==> config.mk <==
export PLATFORM = sky130hd
export DESIGN_NAME = huffman_top
export DESIGN_NICKNAME = d
export VERILOG_FILES = /design/src/hw/huffman_pkg.sv /design/src/hw/huffman_top.sv /design/src/hw/huffman_ctrl.sv /design/src/hw/code_builder.sv /design/src/hw/merge_engine.sv /design/src/hw/leaf_sorter.sv /design/src/hw/symbol_counter.sv
export SDC_FILE = /design/constraint.sdc
export NUM_CORES = 1
export LEC_CHECK = 0
export BUFFER_PORTS_ARGS = -buffer_cell sky130_fd_sc_hd__buf_2
export CAP_MARGIN = 0
export CORE_ASPECT_RATIO = 0.5
export CORE_MARGIN = 1.5
export CORE_UTILIZATION = 45
export DETAILED_ROUTE_END_ITERATION = 7
export PLACE_DENSITY = 0.64
export SKIP_LAST_GASP = 1
export SYNTH_ARGS = -nofsm -noshare
export SYNTH_HDL_FRONTEND = slang
export SYNTH_SLANG_ARGS = --single-unit
==> constraint.sdc <==
create_clock -name clk -period 14.2 [get_ports clk]
set_input_delay 1.42 -clock clk [delete_from_list [all_inputs] [get_ports clk]]
set_output_delay 1.42 -clock clk [all_outputs]
set_load 0.01 [all_outputs]
==> src/hw/huffman_pkg.sv <==
`default_nettype none

package huffman_pkg;

	// ========================================
	// sizes
	// ========================================
	localparam int NUM_SYM   = 6;
	localparam int NUM_MERGE = 5;
	localparam int COUNT_W   = 8;
	localparam int CODE_W    = 8;

	typedef logic [COUNT_W-1:0] count_t;

	// bit k-1 stands for symbol k
	typedef logic [NUM_SYM-1:0] sym_mask_t;

	typedef struct packed {
		count_t    count;
		sym_mask_t members;
	} node_t;

	typedef node_t [NUM_SYM-1:0] node_list_t;

	// low side is position 1 of the merge, high side position 2
	typedef struct packed {
		sym_mask_t low_members;
		sym_mask_t high_members;
	} merge_rec_t;

	typedef struct packed {
		logic [CODE_W-1:0] code;
		logic [CODE_W-1:0] mask;
	} code_t;

	typedef enum logic [2:0] {
		IDLE,
		RECEIVE,
		COUNT_OUT,
		SORT,
		MERGE,
		SPLIT,
		CODE_OUT,
		DONE
	} phase_e;

	// ========================================
	// ordered insert
	// ========================================
	// item goes ahead of every live entry with count >= its own
	function automatic node_list_t insert_node(node_list_t list, logic [2:0] used, node_t item);
		node_list_t result;
		logic [NUM_SYM-1:0] below;
		for (int i = 0; i < NUM_SYM; i++) begin
			below[i] = (i < int'(used)) && (list[i].count < item.count);
		end
		result[0] = below[0] ? list[0] : item;
		// entries past the insert point move up by one
		for (int i = 1; i < NUM_SYM; i++) begin
			if (below[i])
				result[i] = list[i];
			else if (below[i-1])
				result[i] = item;
			else
				result[i] = list[i-1];
		end
		return result;
	endfunction

endpackage

`default_nettype wire
==> src/hw/huffman_top.sv <==
`default_nettype none

module huffman_top (
	input  wire                                            clk,
	input  wire                                            reset,
	input  wire                                            gray_valid,
	input  wire  [7:0]                                     gray_data,
	output logic                                           cnt_valid,
	output huffman_pkg::count_t [huffman_pkg::NUM_SYM-1:0] counts,
	output logic                                           code_valid,
	output huffman_pkg::code_t [huffman_pkg::NUM_SYM-1:0]  codes
);

	logic sort_start;
	logic merge_start;
	logic split_start;
	logic sort_done;
	logic merge_done;
	logic split_done;
	huffman_pkg::node_t [huffman_pkg::NUM_SYM-1:0]        sorted;
	huffman_pkg::merge_rec_t [huffman_pkg::NUM_MERGE-1:0] records;

	huffman_ctrl u_ctrl (
		.clk         (clk),
		.reset       (reset),
		.gray_valid  (gray_valid),
		.sort_done   (sort_done),
		.merge_done  (merge_done),
		.split_done  (split_done),
		.sort_start  (sort_start),
		.merge_start (merge_start),
		.split_start (split_start),
		.cnt_valid   (cnt_valid),
		.code_valid  (code_valid)
	);

	symbol_counter u_counter (
		.clk        (clk),
		.reset      (reset),
		.gray_valid (gray_valid),
		.gray_data  (gray_data),
		.counts     (counts)
	);

	leaf_sorter u_sorter (
		.clk    (clk),
		.reset  (reset),
		.start  (sort_start),
		.counts (counts),
		.sorted (sorted),
		.done   (sort_done)
	);

	merge_engine u_merge (
		.clk     (clk),
		.reset   (reset),
		.start   (merge_start),
		.sorted  (sorted),
		.records (records),
		.done    (merge_done)
	);

	code_builder u_builder (
		.clk     (clk),
		.reset   (reset),
		.start   (split_start),
		.records (records),
		.codes   (codes),
		.done    (split_done)
	);

endmodule

`default_nettype wire

==> src/hw/huffman_ctrl.sv <==
`default_nettype none

module huffman_ctrl (
	input  wire  clk,
	input  wire  reset,
	input  wire  gray_valid,
	input  wire  sort_done,
	input  wire  merge_done,
	input  wire  split_done,
	output logic sort_start,
	output logic merge_start,
	output logic split_start,
	output logic cnt_valid,
	output logic code_valid
);

	huffman_pkg::phase_e state;
	huffman_pkg::phase_e state_next;

	// ========================================
	// phase FSM
	// ========================================
	always_comb begin
		state_next = state;
		case (state)
			huffman_pkg::IDLE:
				if (gray_valid)
					state_next = huffman_pkg::RECEIVE;
			huffman_pkg::RECEIVE:
				if (!gray_valid)
					state_next = huffman_pkg::COUNT_OUT;
			huffman_pkg::COUNT_OUT:
				state_next = huffman_pkg::SORT;
			huffman_pkg::SORT:
				if (sort_done)
					state_next = huffman_pkg::MERGE;
			huffman_pkg::MERGE:
				if (merge_done)
					state_next = huffman_pkg::SPLIT;
			huffman_pkg::SPLIT:
				if (split_done)
					state_next = huffman_pkg::CODE_OUT;
			huffman_pkg::CODE_OUT:
				state_next = huffman_pkg::DONE;
			// held here until reset
			huffman_pkg::DONE:
				state_next = huffman_pkg::DONE;
			default:
				state_next = huffman_pkg::IDLE;
		endcase
	end

	always_ff @(posedge clk) begin
		if (reset)
			state <= huffman_pkg::IDLE;
		else
			state <= state_next;
	end

	// start pulses land in the first cycle of each unit's phase
	always_ff @(posedge clk) begin
		if (reset) begin
			sort_start  <= 1'b0;
			merge_start <= 1'b0;
			split_start <= 1'b0;
		end else begin
			sort_start  <= (state == huffman_pkg::COUNT_OUT);
			merge_start <= (state == huffman_pkg::SORT) && sort_done;
			split_start <= (state == huffman_pkg::MERGE) && merge_done;
		end
	end

	assign cnt_valid  = (state == huffman_pkg::COUNT_OUT);
	assign code_valid = (state == huffman_pkg::CODE_OUT);

	a_valid_excl: assert property (@(posedge clk) disable iff (reset)
		!(cnt_valid && code_valid))
		else $error("cnt_valid and code_valid high together");

endmodule

`default_nettype wire

==> src/hw/code_builder.sv <==
`default_nettype none

module code_builder (
	input  wire                                                      clk,
	input  wire                                                      reset,
	input  wire                                                      start,
	input  wire  huffman_pkg::merge_rec_t [huffman_pkg::NUM_MERGE-1:0] records,
	output huffman_pkg::code_t [huffman_pkg::NUM_SYM-1:0]            codes,
	output logic                                                     done
);

	localparam int W = huffman_pkg::CODE_W;

	logic       busy;
	logic [2:0] idx;
	logic [2:0] idx_now;
	huffman_pkg::merge_rec_t rec;
	huffman_pkg::code_t [huffman_pkg::NUM_SYM-1:0] base;
	huffman_pkg::code_t [huffman_pkg::NUM_SYM-1:0] next_codes;

	// ========================================
	// one record per cycle, root first
	// ========================================
	always_comb begin
		idx_now    = start ? 3'(huffman_pkg::NUM_MERGE - 1) : idx;
		rec        = records[idx_now];
		base       = start ? '0 : codes;
		next_codes = base;
		for (int k = 0; k < huffman_pkg::NUM_SYM; k++) begin
			// high side takes a 0, low side a 1
			if (rec.high_members[k]) begin
				next_codes[k].code = {base[k].code[W-2:0], 1'b0};
				next_codes[k].mask = {base[k].mask[W-2:0], 1'b1};
			end else if (rec.low_members[k]) begin
				next_codes[k].code = {base[k].code[W-2:0], 1'b1};
				next_codes[k].mask = {base[k].mask[W-2:0], 1'b1};
			end
		end
	end

	always_ff @(posedge clk) begin
		if (start || busy)
			codes <= next_codes;
	end

	always_ff @(posedge clk) begin
		if (reset) begin
			busy <= 1'b0;
			idx  <= 3'd0;
			done <= 1'b0;
		end else begin
			done <= 1'b0;
			if (start || busy) begin
				idx  <= idx_now - 3'd1;
				busy <= (idx_now != 3'd0);
				done <= (idx_now == 3'd0);
			end
		end
	end

	// every symbol is a leaf below the root, so its mask is a gapless run of at least one
	for (genvar k = 0; k < huffman_pkg::NUM_SYM; k++) begin : g_mask_chk
		a_mask_run: assert property (@(posedge clk) disable iff (reset)
			done |-> codes[k].mask[0] && (codes[k].mask & (codes[k].mask + 1'b1)) == '0)
			else $error("mask of symbol %0d is not a run of ones", k + 1);
	end

endmodule

`default_nettype wire

==> src/hw/merge_engine.sv <==
`default_nettype none

module merge_engine (
	input  wire                                                 clk,
	input  wire                                                 reset,
	input  wire                                                 start,
	input  wire  huffman_pkg::node_t [huffman_pkg::NUM_SYM-1:0] sorted,
	output huffman_pkg::merge_rec_t [huffman_pkg::NUM_MERGE-1:0] records,
	output logic                                                done
);

	logic       busy;
	logic       active;
	logic [2:0] step;
	logic [2:0] step_now;
	// working list, shrinks by one live entry per merge
	huffman_pkg::node_list_t work;
	huffman_pkg::node_list_t base;
	huffman_pkg::node_list_t rest;
	huffman_pkg::node_t      merged;

	assign active = start || busy;

	// ========================================
	// merge of the two front nodes
	// ========================================
	always_comb begin
		step_now       = start ? 3'd0 : step;
		base           = start ? sorted : work;
		merged.count   = base[0].count + base[1].count;
		merged.members = base[0].members | base[1].members;
		rest           = '0;
		for (int i = 0; i < huffman_pkg::NUM_SYM - 2; i++) begin
			rest[i] = base[i+2];
		end
	end

	always_ff @(posedge clk) begin
		if (active) begin
			work <= huffman_pkg::insert_node(rest, 3'(huffman_pkg::NUM_SYM - 2) - step_now,
				merged);
			records[step_now] <= '{low_members: base[0].members,
				high_members: base[1].members};
		end
	end

	always_ff @(posedge clk) begin
		if (reset) begin
			busy <= 1'b0;
			step <= 3'd0;
			done <= 1'b0;
		end else begin
			done <= 1'b0;
			if (active) begin
				step <= step_now + 3'd1;
				busy <= (step_now != 3'(huffman_pkg::NUM_MERGE - 1));
				done <= (step_now == 3'(huffman_pkg::NUM_MERGE - 1));
			end
		end
	end

	// the sorter and every earlier reinsert keep the list ascending
	a_merge_order: assert property (@(posedge clk) disable iff (reset)
		active |-> base[0].count <= base[1].count)
		else $error("merge with position 1 count above position 2 count");

endmodule

`default_nettype wire

==> src/hw/leaf_sorter.sv <==
`default_nettype none

module leaf_sorter (
	input  wire                                            clk,
	input  wire                                            reset,
	input  wire                                            start,
	input  wire  huffman_pkg::count_t [huffman_pkg::NUM_SYM-1:0] counts,
	output huffman_pkg::node_t [huffman_pkg::NUM_SYM-1:0]  sorted,
	output logic                                           done
);

	logic       busy;
	logic [2:0] used;
	// leaves already in the list, also the index of the next symbol
	logic [2:0] used_now;
	huffman_pkg::node_t leaf;

	// ========================================
	// next leaf
	// ========================================
	always_comb begin
		used_now     = start ? 3'd0 : used;
		leaf.count   = counts[used_now];
		leaf.members = huffman_pkg::sym_mask_t'(1) << used_now;
	end

	// symbols arrive in rising order, so a tie puts the newer one lower
	always_ff @(posedge clk) begin
		if (start || busy)
			sorted <= huffman_pkg::insert_node(sorted, used_now, leaf);
	end

	always_ff @(posedge clk) begin
		if (reset) begin
			busy <= 1'b0;
			used <= 3'd0;
			done <= 1'b0;
		end else begin
			done <= 1'b0;
			if (start || busy) begin
				used <= used_now + 3'd1;
				busy <= (used_now != 3'(huffman_pkg::NUM_SYM - 1));
				done <= (used_now == 3'(huffman_pkg::NUM_SYM - 1));
			end
		end
	end

endmodule

`default_nettype wire

==> src/hw/symbol_counter.sv <==
`default_nettype none

module symbol_counter (
	input  wire                                          clk,
	input  wire                                          reset,
	input  wire                                          gray_valid,
	input  wire  [7:0]                                   gray_data,
	output huffman_pkg::count_t [huffman_pkg::NUM_SYM-1:0] counts
);

	// stream started, stream ended
	logic seen;
	logic closed;
	logic [huffman_pkg::NUM_SYM-1:0] hit;

	// one-hot select of the counter to bump, values outside 1..6 hit nothing
	always_comb begin
		for (int k = 0; k < huffman_pkg::NUM_SYM; k++) begin
			hit[k] = gray_valid && !closed && (gray_data == 8'(k + 1));
		end
	end

	always_ff @(posedge clk) begin
		if (reset) begin
			seen   <= 1'b0;
			closed <= 1'b0;
			counts <= '0;
		end else begin
			if (gray_valid)
				seen <= 1'b1;
			// counts freeze once the stream has dropped
			if (seen && !gray_valid)
				closed <= 1'b1;
			for (int k = 0; k < huffman_pkg::NUM_SYM; k++) begin
				if (hit[k])
					counts[k] <= counts[k] + 1'b1;
			end
		end
	end

	a_one_counter: assert property (@(posedge clk) disable iff (reset)
		$countones({counts[0] != $past(counts[0]), counts[1] != $past(counts[1]),
			counts[2] != $past(counts[2]), counts[3] != $past(counts[3]),
			counts[4] != $past(counts[4]), counts[5] != $past(counts[5])}) <= 1)
		else $error("more than one symbol counter moved in one cycle");

endmodule

`default_nettype wire

==> results of run 1 <==
[worst max-delay path by stage]
| stage | start | end | slack, ns | cells past startpoint |
|---|---|---|---|---|
| floorplan | u_ctrl.merge_start | u_merge.work[17] | 8.53 | 20 |
| global placement | u_sorter.used[0] | u_sorter.sorted[57] | 8.49 | 9 |
| detailed placement | u_ctrl.merge_start | u_merge.work[16] | 8.54 | 16 |
| CTS | u_ctrl.merge_start | u_merge.work[33] | 8.49 | 17 |
| global route | u_sorter.used[0] | u_sorter.sorted[66] | 8.07 | 9 |
| finish | u_sorter.used[0] | u_sorter.sorted[59] | 8.43 | 9 |
[routing by layer]
| metal | up-vias | wire (µm) | global-route usage |
|---|---|---|---|
| li1 | 6696 | - | - |
| met1 | 6884 | 24100 | 0.305 |
| met2 | 382 | 23400 | 0.342 |
| met3 | 68 | 3230 | 0.0413 |
| met4 | 0 | 1030 | 0.0530 |
| met5 | - | 0 | 0 |
[cell usage in the layout (no fill, tap or decap), types with 6 or more instances in the layout]
master / n
a221o_1: 9
and4_1: 7
a22oi_1: 9
ha_1: 85
mux2i_1: 185
a22o_1: 6
inv_1: 48
or2_2: 12
o21a_1: 11
nand2b_1: 16
buf_4: 25
nand4_1: 9
clkbuf_16: 38
nand2_1: 96
o21ai_1: 8
and2_1: 23
buf_2: 156
nor2b_1: 9
a21o_1: 17
dfxtp_1: 69
nor2_1: 178
xnor2_1: 19
o221ai_1: 11
and3_1: 35
mux2_2: 129
nor3_1: 55
xor2_1: 35
a21oi_1: 44
clkbuf_1: 8
o21ai_0: 47
nand3_1: 25
clkinv_1: 12
edfxtp_1: 324
a2111oi_0: 11
nor3b_1: 10
[area by class of cell]
type                       instances  area (µm²)  area share
clock inverter                    21         194     0.00833
clock buffer                      48        1010      0.0433
sequential                       395       11200       0.479
inverter                          52         198     0.00849
timing repair buffer             181         968      0.0416
multi-input combinational       1188        9020       0.387
tap                              598         748      0.0321
[worst max-delay path, delay by kind of cell, from the launching register on]
kind	cells	cell delay (ns)
AO/OA/AOI/OAI	2	1.14
flip-flops	1	0.95
adder cells (fa/ha/maj)	1	0.40
buffers and inverters	1	0.36
AND/OR/NAND/NOR	4	2.27
multiplexers	1	0.24
[logic make-up after synthesis]
kind of cell               share of synthesized area
and+or+nand+nor                                0.114
DFF                                            0.537
muxes                                          0.162
AOI/OAI and AO/OA                             0.0786
buffers and inverters                         0.0311
adders and majority gates                     0.0542
xor gates and xnor gates                      0.0228
[power by group through the flow]
| stage | sequential [µW] | clock [µW] | combinational [µW] |
|---|---|---|---|
| finish | 1290 | 996 | 67.7 |
| floorplan | 1290 | 0 | 53.1 |
| CTS | 1280 | 1020 | 67.8 |
| global placement | 1310 | 0 | 65.6 |
| detailed placement | 1310 | 0 | 67.2 |
| global route | 1290 | 1070 | 75.9 |
[flip-flops by register name (all words and copies together), names as in the netlist, 3 cells and up]
name / flops
u_sorter.sorted: 84
u_builder.idx: 3
u_merge.records: 60
u_sorter.used: 3
u_builder.codes: 96
u_merge.work: 84
u_counter.counts: 48
u_ctrl.state: 3
u_merge.step: 3
[per-stage QoR]
step	worst slack [ns]	hold WS (ns)	total power [µW]	utilization
after CTS	8.49	0.475	2370	0.514
after detailed placement	8.54	0.456	1380	0.487
after global routing	8.07	0.499	2430	0.514
after floorplan	8.53	0.431	1350	-
final	8.43	0.475	2350	0.514
after global placement	8.49	0.445	1380	0.487
==> impl_metrics.env, run 1 <==
export IMPL_p_int_uw=1840
export IMPL_ys_flop_type="edfxtp_1"
export IMPL_switching_share=0.219
export IMPL_p_switching_uw=514
export IMPL_grt_pass1_vias=13483
export IMPL_hold_buffers=0
export IMPL_worstPathArrival_ns=5.94
export IMPL_r2r_cells=9
export IMPL_design_area_um2=23300
export IMPL_clock_path_buffers=3
export IMPL_synth_common_cells="edfxtp_1 (324), mux2i_1 (185), nor2_1 (178)"
export IMPL_critPathMaxStageDelay_ns=1.10
export IMPL_min_delay_start="u_counter.closed"
export IMPL_root_buffer="clkbuf_16"
export IMPL_clk_latency_ns=0.56
export IMPL_gr_total_overflow=0
export IMPL_finalNetCount=1953
export IMPL_rsz0062_at_grt="no"
export IMPL_syn_inst=1737
export IMPL_ys_seq_area_frac=0.537
export IMPL_tightest_slew_ns=1.26
export IMPL_core_area_um2=45300
export IMPL_cpMaxStageDelayCell="nor2_1"
export IMPL_period_needed_ns=5.77
export IMPL_cts_htree_levels=2
export IMPL_row_count=55
export IMPL_whs_endpoint="u_counter.closed"
export IMPL_yosys_warnings=0
export IMPL_status="finished clean"
export IMPL_ant_nets=0
export IMPL_critical_path_cell_chain="nand2b_1, mux2i_1, o21ai_1, inv_1, ha_1, nand4_1, o21ai_0, nand2_1, nor2_1"
export IMPL_synth_area_um2=20800
export IMPL_wire_per_inst_um=20.9
export IMPL_max_slew_margin=0.158
export IMPL_postCtsResizedCells=0
export IMPL_path_clk_slew_ns=0.07
export IMPL_synth_fp_nets=1834
export IMPL_die_w_um=307
export IMPL_grt_first_pass_wirelength_um=80100
export IMPL_synth_top_area_cell="edfxtp_1"
export IMPL_ys_types=76
export IMPL_die_h_um=155
export IMPL_drcViolationCount=0
export IMPL_rr_startpoint="u_sorter.used[0]"
export IMPL_wl_um=51800
export IMPL_finalCritPeriodShare=0.407
export IMPL_area_growth_pct=12.1
export IMPL_hold_viol_final=0
export IMPL_vias=14030
export IMPL_post_cts_buffers=0
export IMPL_p_clk_frac=0.424
export IMPL_seq_power_share=0.547
export IMPL_ys_top_cells_by_area="edfxtp_1 (47%), mux2i_1 (8.9%), mux2_2 (7.0%)"
export IMPL_required_ns=14.36
export IMPL_max_cap_violations=0
export IMPL_hold_depth=2
export IMPL_clkSinkCount=395
export IMPL_antenna_found_initial=2
export IMPL_place_detailed_hpwl_um=36300
export IMPL_fill_cells=4012
export IMPL_io_buffers=156
export IMPL_drt_vias_per_instance=5.65
export IMPL_drtPass1Iterations=5
export IMPL_dpl_cell_area_um2=22100
export IMPL_hp_class="reg -> reg"
export IMPL_worstSetupEndpointType="register"
export IMPL_rrSetupSlack_ns=8.43
export IMPL_synth_most_common_cell="edfxtp_1"
export IMPL_cts_tree="yes"
export IMPL_fin_cells=2483
export IMPL_rr_endpoint="u_sorter.sorted[59]"
export IMPL_finalSetupViolations=0
export IMPL_grt_start_max_net_pins=78
export IMPL_dp_cells=2414
export IMPL_setup_tns_final_ns=0
export IMPL_io_pins=157
export IMPL_numCtsBuffers=38
export IMPL_pwr_share_comb=0.029
export IMPL_peakVddDrop_uv=95.1
export IMPL_synthDominantCellAreaShare=0.468
export IMPL_critPathKind="reg -> reg"
export IMPL_synth_seq_cells=395
export IMPL_start_util=0.458
export IMPL_critPathLaunchType="register"
export IMPL_crit_fanout=20
export IMPL_die_area_um2=47500
export IMPL_grt_usage=0.215
export IMPL_skew_ns=0.0220
export IMPL_synth_async_reset_ratio=0
export IMPL_slew_violations=0
export IMPL_fmax_ghz=0.173
export IMPL_syn_avg_cell_area_um2=12.0
export IMPL_drive_gt1_frac=0.210
export IMPL_drtIter0Drc=1212
export IMPL_place_gp_congestion=0.848
export IMPL_synth_edff_count=324
export IMPL_insertedDiodeCount=0
export IMPL_power_density_nw_per_um2=101
export IMPL_p_leak_uw=0.00912
(Power assumes the default switching activity.)
==> inputs of run 2 (changes only) <==
- clock period: 14.2 -> 5.8 ns (I/O delays scaled with it)
==> run 2 against run 1 <==
  * Die area did not move
  * Power rose to 2.6 times the previous value
  * Global-route usage rose by 0.086 points
  * First-iteration DRC count rose by 2.5%
  * Final area rose by 1.3%
  * Sequential power rose by 140%
  * Cell count rose by 0.77%
  * Highest routed layer unchanged
==> impl_metrics.env, run 2 (same netlist as run 1, synthesis figures left out) <==
export IMPL_drtPass1Iterations=5
export IMPL_max_slew_margin=0.258
export IMPL_drt_vias_per_instance=5.70
export IMPL_drive_gt1_frac=0.218
export IMPL_clk_latency_ns=0.56
export IMPL_postCtsResizedCells=0
export IMPL_hp_class="in -> reg"
export IMPL_peakVddDrop_uv=207
export IMPL_core_area_um2=45300
export IMPL_skew_ns=0.0155
export IMPL_whs_ns=0.348
export IMPL_place_detailed_hpwl_um=36500
export IMPL_numCtsBuffers=40
export IMPL_design_area_um2=23600
export IMPL_grt_first_pass_wirelength_um=80200
export IMPL_dp_cells=2429
export IMPL_critPathKind="reg -> reg"
export IMPL_fmax_ghz=0.199
export IMPL_crit_fanout=15
export IMPL_io_buffers=156
export IMPL_power_density_nw_per_um2=259
export IMPL_cts_tree="yes"
export IMPL_antenna_found_initial=0
export IMPL_start_util=0.458
export IMPL_layout_common_cells="edfxtp_1 (324), mux2i_1 (185), nor2_1 (178)"
export IMPL_slew_violations=0
export IMPL_largest_reg_flops=96
export IMPL_cp_startpoint="u_sorter.used[2]"
export IMPL_vias=14251
export IMPL_rr_startpoint="u_sorter.used[2]"
export IMPL_critPathLaunchType="register"
export IMPL_rsz0062_at_grt="no"
export IMPL_worstSetupEndpointType="register"
export IMPL_min_delay_start="gray_valid"
export IMPL_tightest_slew_ns=1.10
export IMPL_worstPathArrival_ns=5.32
export IMPL_die_h_um=155
export IMPL_die_area_um2=47500
export IMPL_drtIter0Drc=1242
export IMPL_path_clk_slew_ns=0.07
export IMPL_root_buffer="clkbuf_16"
export IMPL_hold_viol_final=0
export IMPL_final_common_cell="edfxtp_1"
export IMPL_grt_util_met2=0.337
export IMPL_clock_path_buffers=3
export IMPL_p_leak_uw=0.00929
export IMPL_insertedDiodeCount=0
export IMPL_top_usage_layer="met2"
export IMPL_post_cts_buffers=0
export IMPL_grt_pass1_vias=13401
export IMPL_setup_tns_final_ns=0
export IMPL_finalCritPeriodShare=0.865
export IMPL_max_cap_violations=0
export IMPL_grt_use_met3=0.0364
export IMPL_dpl_cell_area_um2=22200
export IMPL_gr_total_overflow=0
export IMPL_row_count=55
export IMPL_cts_htree_levels=2
export IMPL_largest_register="u_builder.codes"
export IMPL_reg_largest_list="u_builder.codes: 96 flops, u_merge.work: 84 flops, u_sorter.sorted: 84 flops"
export IMPL_wl_um=52300
export IMPL_required_ns=6.10
export IMPL_finalNetCount=1970
export IMPL_die_w_um=307
export IMPL_period_needed_ns=5.02
export IMPL_io_pins=157
export IMPL_hold_buffers=0
export IMPL_status="finished clean"
export IMPL_area_growth_pct=13.6
export IMPL_place_gp_congestion=0.875
export IMPL_drcViolationCount=0
export IMPL_fin_cells=2502
export IMPL_grt_usage=0.216
export IMPL_finalSetupViolations=0
export IMPL_grt_start_max_net_pins=77
export IMPL_met1_usage=0.318
export IMPL_clkSinkCount=395
export IMPL_wire_per_inst_um=20.9
export IMPL_ant_nets=0
export IMPL_rrSetupSlack_ns=0.78
[run 2: final timing paths]
path                         end  cells past startpoint
max          u_sorter.sorted[36]                     16
min               u_counter.seen                      3
max reg2reg  u_sorter.sorted[36]                     16
min reg2reg     u_counter.closed                      2
[run 2: metal layers]
metal,up-vias,share of wire,routed length [µm]
met5,-,0,0
met4,0,0.017,912
met3,62,0.066,3440
met2,413,0.45,23300
met1,7019,0.47,24600
li1,6757,-,-
[run 2: cell type report]
class | instances | area [µm²]
Fill cell | 3947 | 21800
Sequential cell | 395 | 11200
Multi-Input combinational cell | 1188 | 9020
Clock buffer | 58 | 1140
Timing Repair Buffer | 196 | 1080
Tap cell | 598 | 748
Clock inverter | 15 | 259
Inverter | 52 | 198
[run 2: stage by stage]
stage / total power (µW) / utilization / setup WS, ns
after floorplan: 3300 / - / 0.130
after global placement: 3370 / 0.490 / 0.900
after detailed placement: 3370 / 0.490 / 0.845
after CTS: 6140 / 0.520 / 0.826
after global routing: 6280 / 0.520 / 0.126
final: 6100 / 0.520 / 0.781
[run 2: report_power, final]
part	internal [µW]	switching, µW
Sequential	3090	48.5
Clock	1650	1130
Combinational	70.8	106
Total	4810	1290
[run 2: critical path, stage by stage, from the launching register on]
cell	delay (ns)
dfxtp_1	0.52
nor2b_1	0.34
clkinv_1	0.35
nor3b_1	0.51
a21oi_1	0.13
nand2_1	0.21
inv_1	0.20
ha_1	0.34
a21o_1	0.18
a21oi_1	0.16
nor2b_1	0.07
a2111oi_0	0.70
o21ai_0	0.20
nand2_1	0.11
buf_4	0.26
nor2_1	0.22
buf_4	0.28
==> inputs of run 3 (changes only) <==
- MAX_ROUTING_LAYER: not set -> met4
==> run 3 against run 2 <==
  * Clock power is essentially flat
  * Largest cell class unchanged
  * Wire length barely moved
  * Critical path depth is the same
  * Sequential power about the same
  * Via count about the same
==> impl_metrics.env, run 3 (same netlist as run 1, synthesis figures left out) <==
export IMPL_status="finished clean"
export IMPL_die_w_um=307
export IMPL_path_clk_slew_ns=0.07
export IMPL_total_power_uw=6110
export IMPL_io_buffers=156
export IMPL_dp_worst_setup_slack_ns=0.845
export IMPL_period_needed_ns=5.08
export IMPL_finalNetCount=1970
export IMPL_drtPass1Iterations=6
export IMPL_finalCritPeriodShare=0.876
export IMPL_rsz0062_at_grt="no"
export IMPL_grt_first_pass_wirelength_um=80300
export IMPL_ant_nets=0
export IMPL_largest_register="u_builder.codes"
export IMPL_worstPathArrival_ns=5.38
export IMPL_worstSetupEndpointType="register"
export IMPL_reg_largest_list="u_builder.codes: 96 flops, u_merge.work: 84 flops, u_sorter.sorted: 84 flops"
export IMPL_fin_cells=2502
export IMPL_drt_vias_per_instance=5.70
export IMPL_setup_ws_ns=0.722
export IMPL_met1_usage=0.318
export IMPL_row_count=55
export IMPL_p_leak_uw=0.00929
export IMPL_slew_violations=0
export IMPL_grt_pass1_vias=13376
export IMPL_post_cts_buffers=0
export IMPL_cts_htree_levels=2
export IMPL_seq_power_share=0.514
export IMPL_max_slew_margin=0.234
export IMPL_grt_usage=0.223
export IMPL_fmax_ghz=0.197
export IMPL_clock_path_buffers=3
export IMPL_required_ns=6.10
export IMPL_grt_util_met2=0.337
export IMPL_place_gp_congestion=0.890
export IMPL_io_pins=157
export IMPL_postCtsResizedCells=0
export IMPL_grt_use_met3=0.0365
export IMPL_drive_gt1_frac=0.218
export IMPL_final_common_cell="edfxtp_1"
export IMPL_critPathKind="reg -> reg"
export IMPL_hp_class="in -> reg"
export IMPL_setup_tns_final_ns=0
export IMPL_finalSetupViolations=0
export IMPL_dp_cells=2429
export IMPL_clkSinkCount=395
export IMPL_power_density_nw_per_um2=259
export IMPL_antenna_found_initial=0
export IMPL_die_h_um=155
export IMPL_vias=14261
export IMPL_hold_buffers=0
export IMPL_pwr_share_comb=0.029
export IMPL_tightest_slew_ns=1.14
export IMPL_die_area_um2=47500
export IMPL_critPathLaunchType="register"
export IMPL_gr_total_overflow=0
export IMPL_drcViolationCount=0
export IMPL_hold_viol_final=0
export IMPL_max_cap_violations=0
export IMPL_skew_ns=0.0162
export IMPL_wl_um=52200
export IMPL_area_growth_pct=13.6
export IMPL_numCtsBuffers=40
export IMPL_peakVddDrop_uv=208
export IMPL_wire_per_inst_um=20.9
export IMPL_grt_start_max_net_pins=77
export IMPL_insertedDiodeCount=0
export IMPL_p_int_uw=4810
export IMPL_drtIter0Drc=1282
export IMPL_largest_reg_flops=96
export IMPL_start_util=0.458
export IMPL_top_usage_layer="met2"
export IMPL_core_area_um2=45300
export IMPL_switching_share=0.212
export IMPL_cts_tree="yes"
export IMPL_layout_common_cells="edfxtp_1 (324), mux2i_1 (185), nor2_1 (178)"
export IMPL_p_switching_uw=1290
export IMPL_p_clk_frac=0.457
export IMPL_crit_fanout=15
export IMPL_root_buffer="clkbuf_16"
export IMPL_clk_latency_ns=0.55
export IMPL_place_detailed_hpwl_um=36500
## run 3: power groups by stage
stage               clock (µW)  combinational [µW]  sequential, µW
global route              2940                 199            3140
finish                    2790                 177            3140
CTS                       2830                 177            3140
global placement             0                 173            3200
detailed placement           0                 176            3200
floorplan                    0                 130            3170
## run 3: final timing paths
| check | startpoint | end | slack (ns) | cells past startpoint |
|---|---|---|---|---|
| worst min-delay path | gray_valid | u_counter.seen | 0.35 | 3 |
| worst max register to register | u_sorter.used[2] | u_sorter.sorted[36] | 0.72 | 16 |
| worst max-delay path | u_sorter.used[2] | u_sorter.sorted[36] | 0.72 | 16 |
| worst min register to register | u_counter.closed | u_counter.closed | 0.47 | 2 |
## run 3: through the flow
stage / util / instance area, µm² / hold WS (ns)
2_1_floorplan: - / 20800 / 0.431
3_3_place_gp: 0.490 / 22200 / 0.449
3_5_place_dp: 0.490 / 22200 / 0.460
4_1_cts: 0.520 / 23600 / 0.332
5_1_grt: 0.520 / 23600 / 0.346
6_report: 0.520 / 23600 / 0.352
## run 3: final cells by class
class | instances | area, µm²
clock buffers | 58 | 1140
multi-input cells | 1188 | 9020
inverters | 52 | 198
repair buffers | 196 | 1080
well taps | 598 | 748
flip-flops and latches | 395 | 11200
clock inverters | 15 | 259
fillers | 3947 | 21800
## run 3: worst max-delay path, stage by stage (launching register included)
cell       delay [ns]
dfxtp_1          0.51
nor2b_1          0.34
clkinv_1         0.35
nor3b_1          0.51
a21oi_1          0.13
nand2_1          0.22
inv_1            0.20
ha_1             0.34
a21o_1           0.18
a21oi_1          0.15
nor2b_1          0.07
a2111oi_0        0.73
o21ai_0          0.20
nand2_1          0.11
buf_4            0.26
nor2_1           0.22
buf_4            0.28
## run 3: per-layer routing
metal	wire (µm)	share of wire	up-vias
li1	-	-	6760
met1	24700	0.47	7017
met2	23200	0.44	418
met3	3460	0.066	66
met4	927	0.018	0
met5	0	0	-
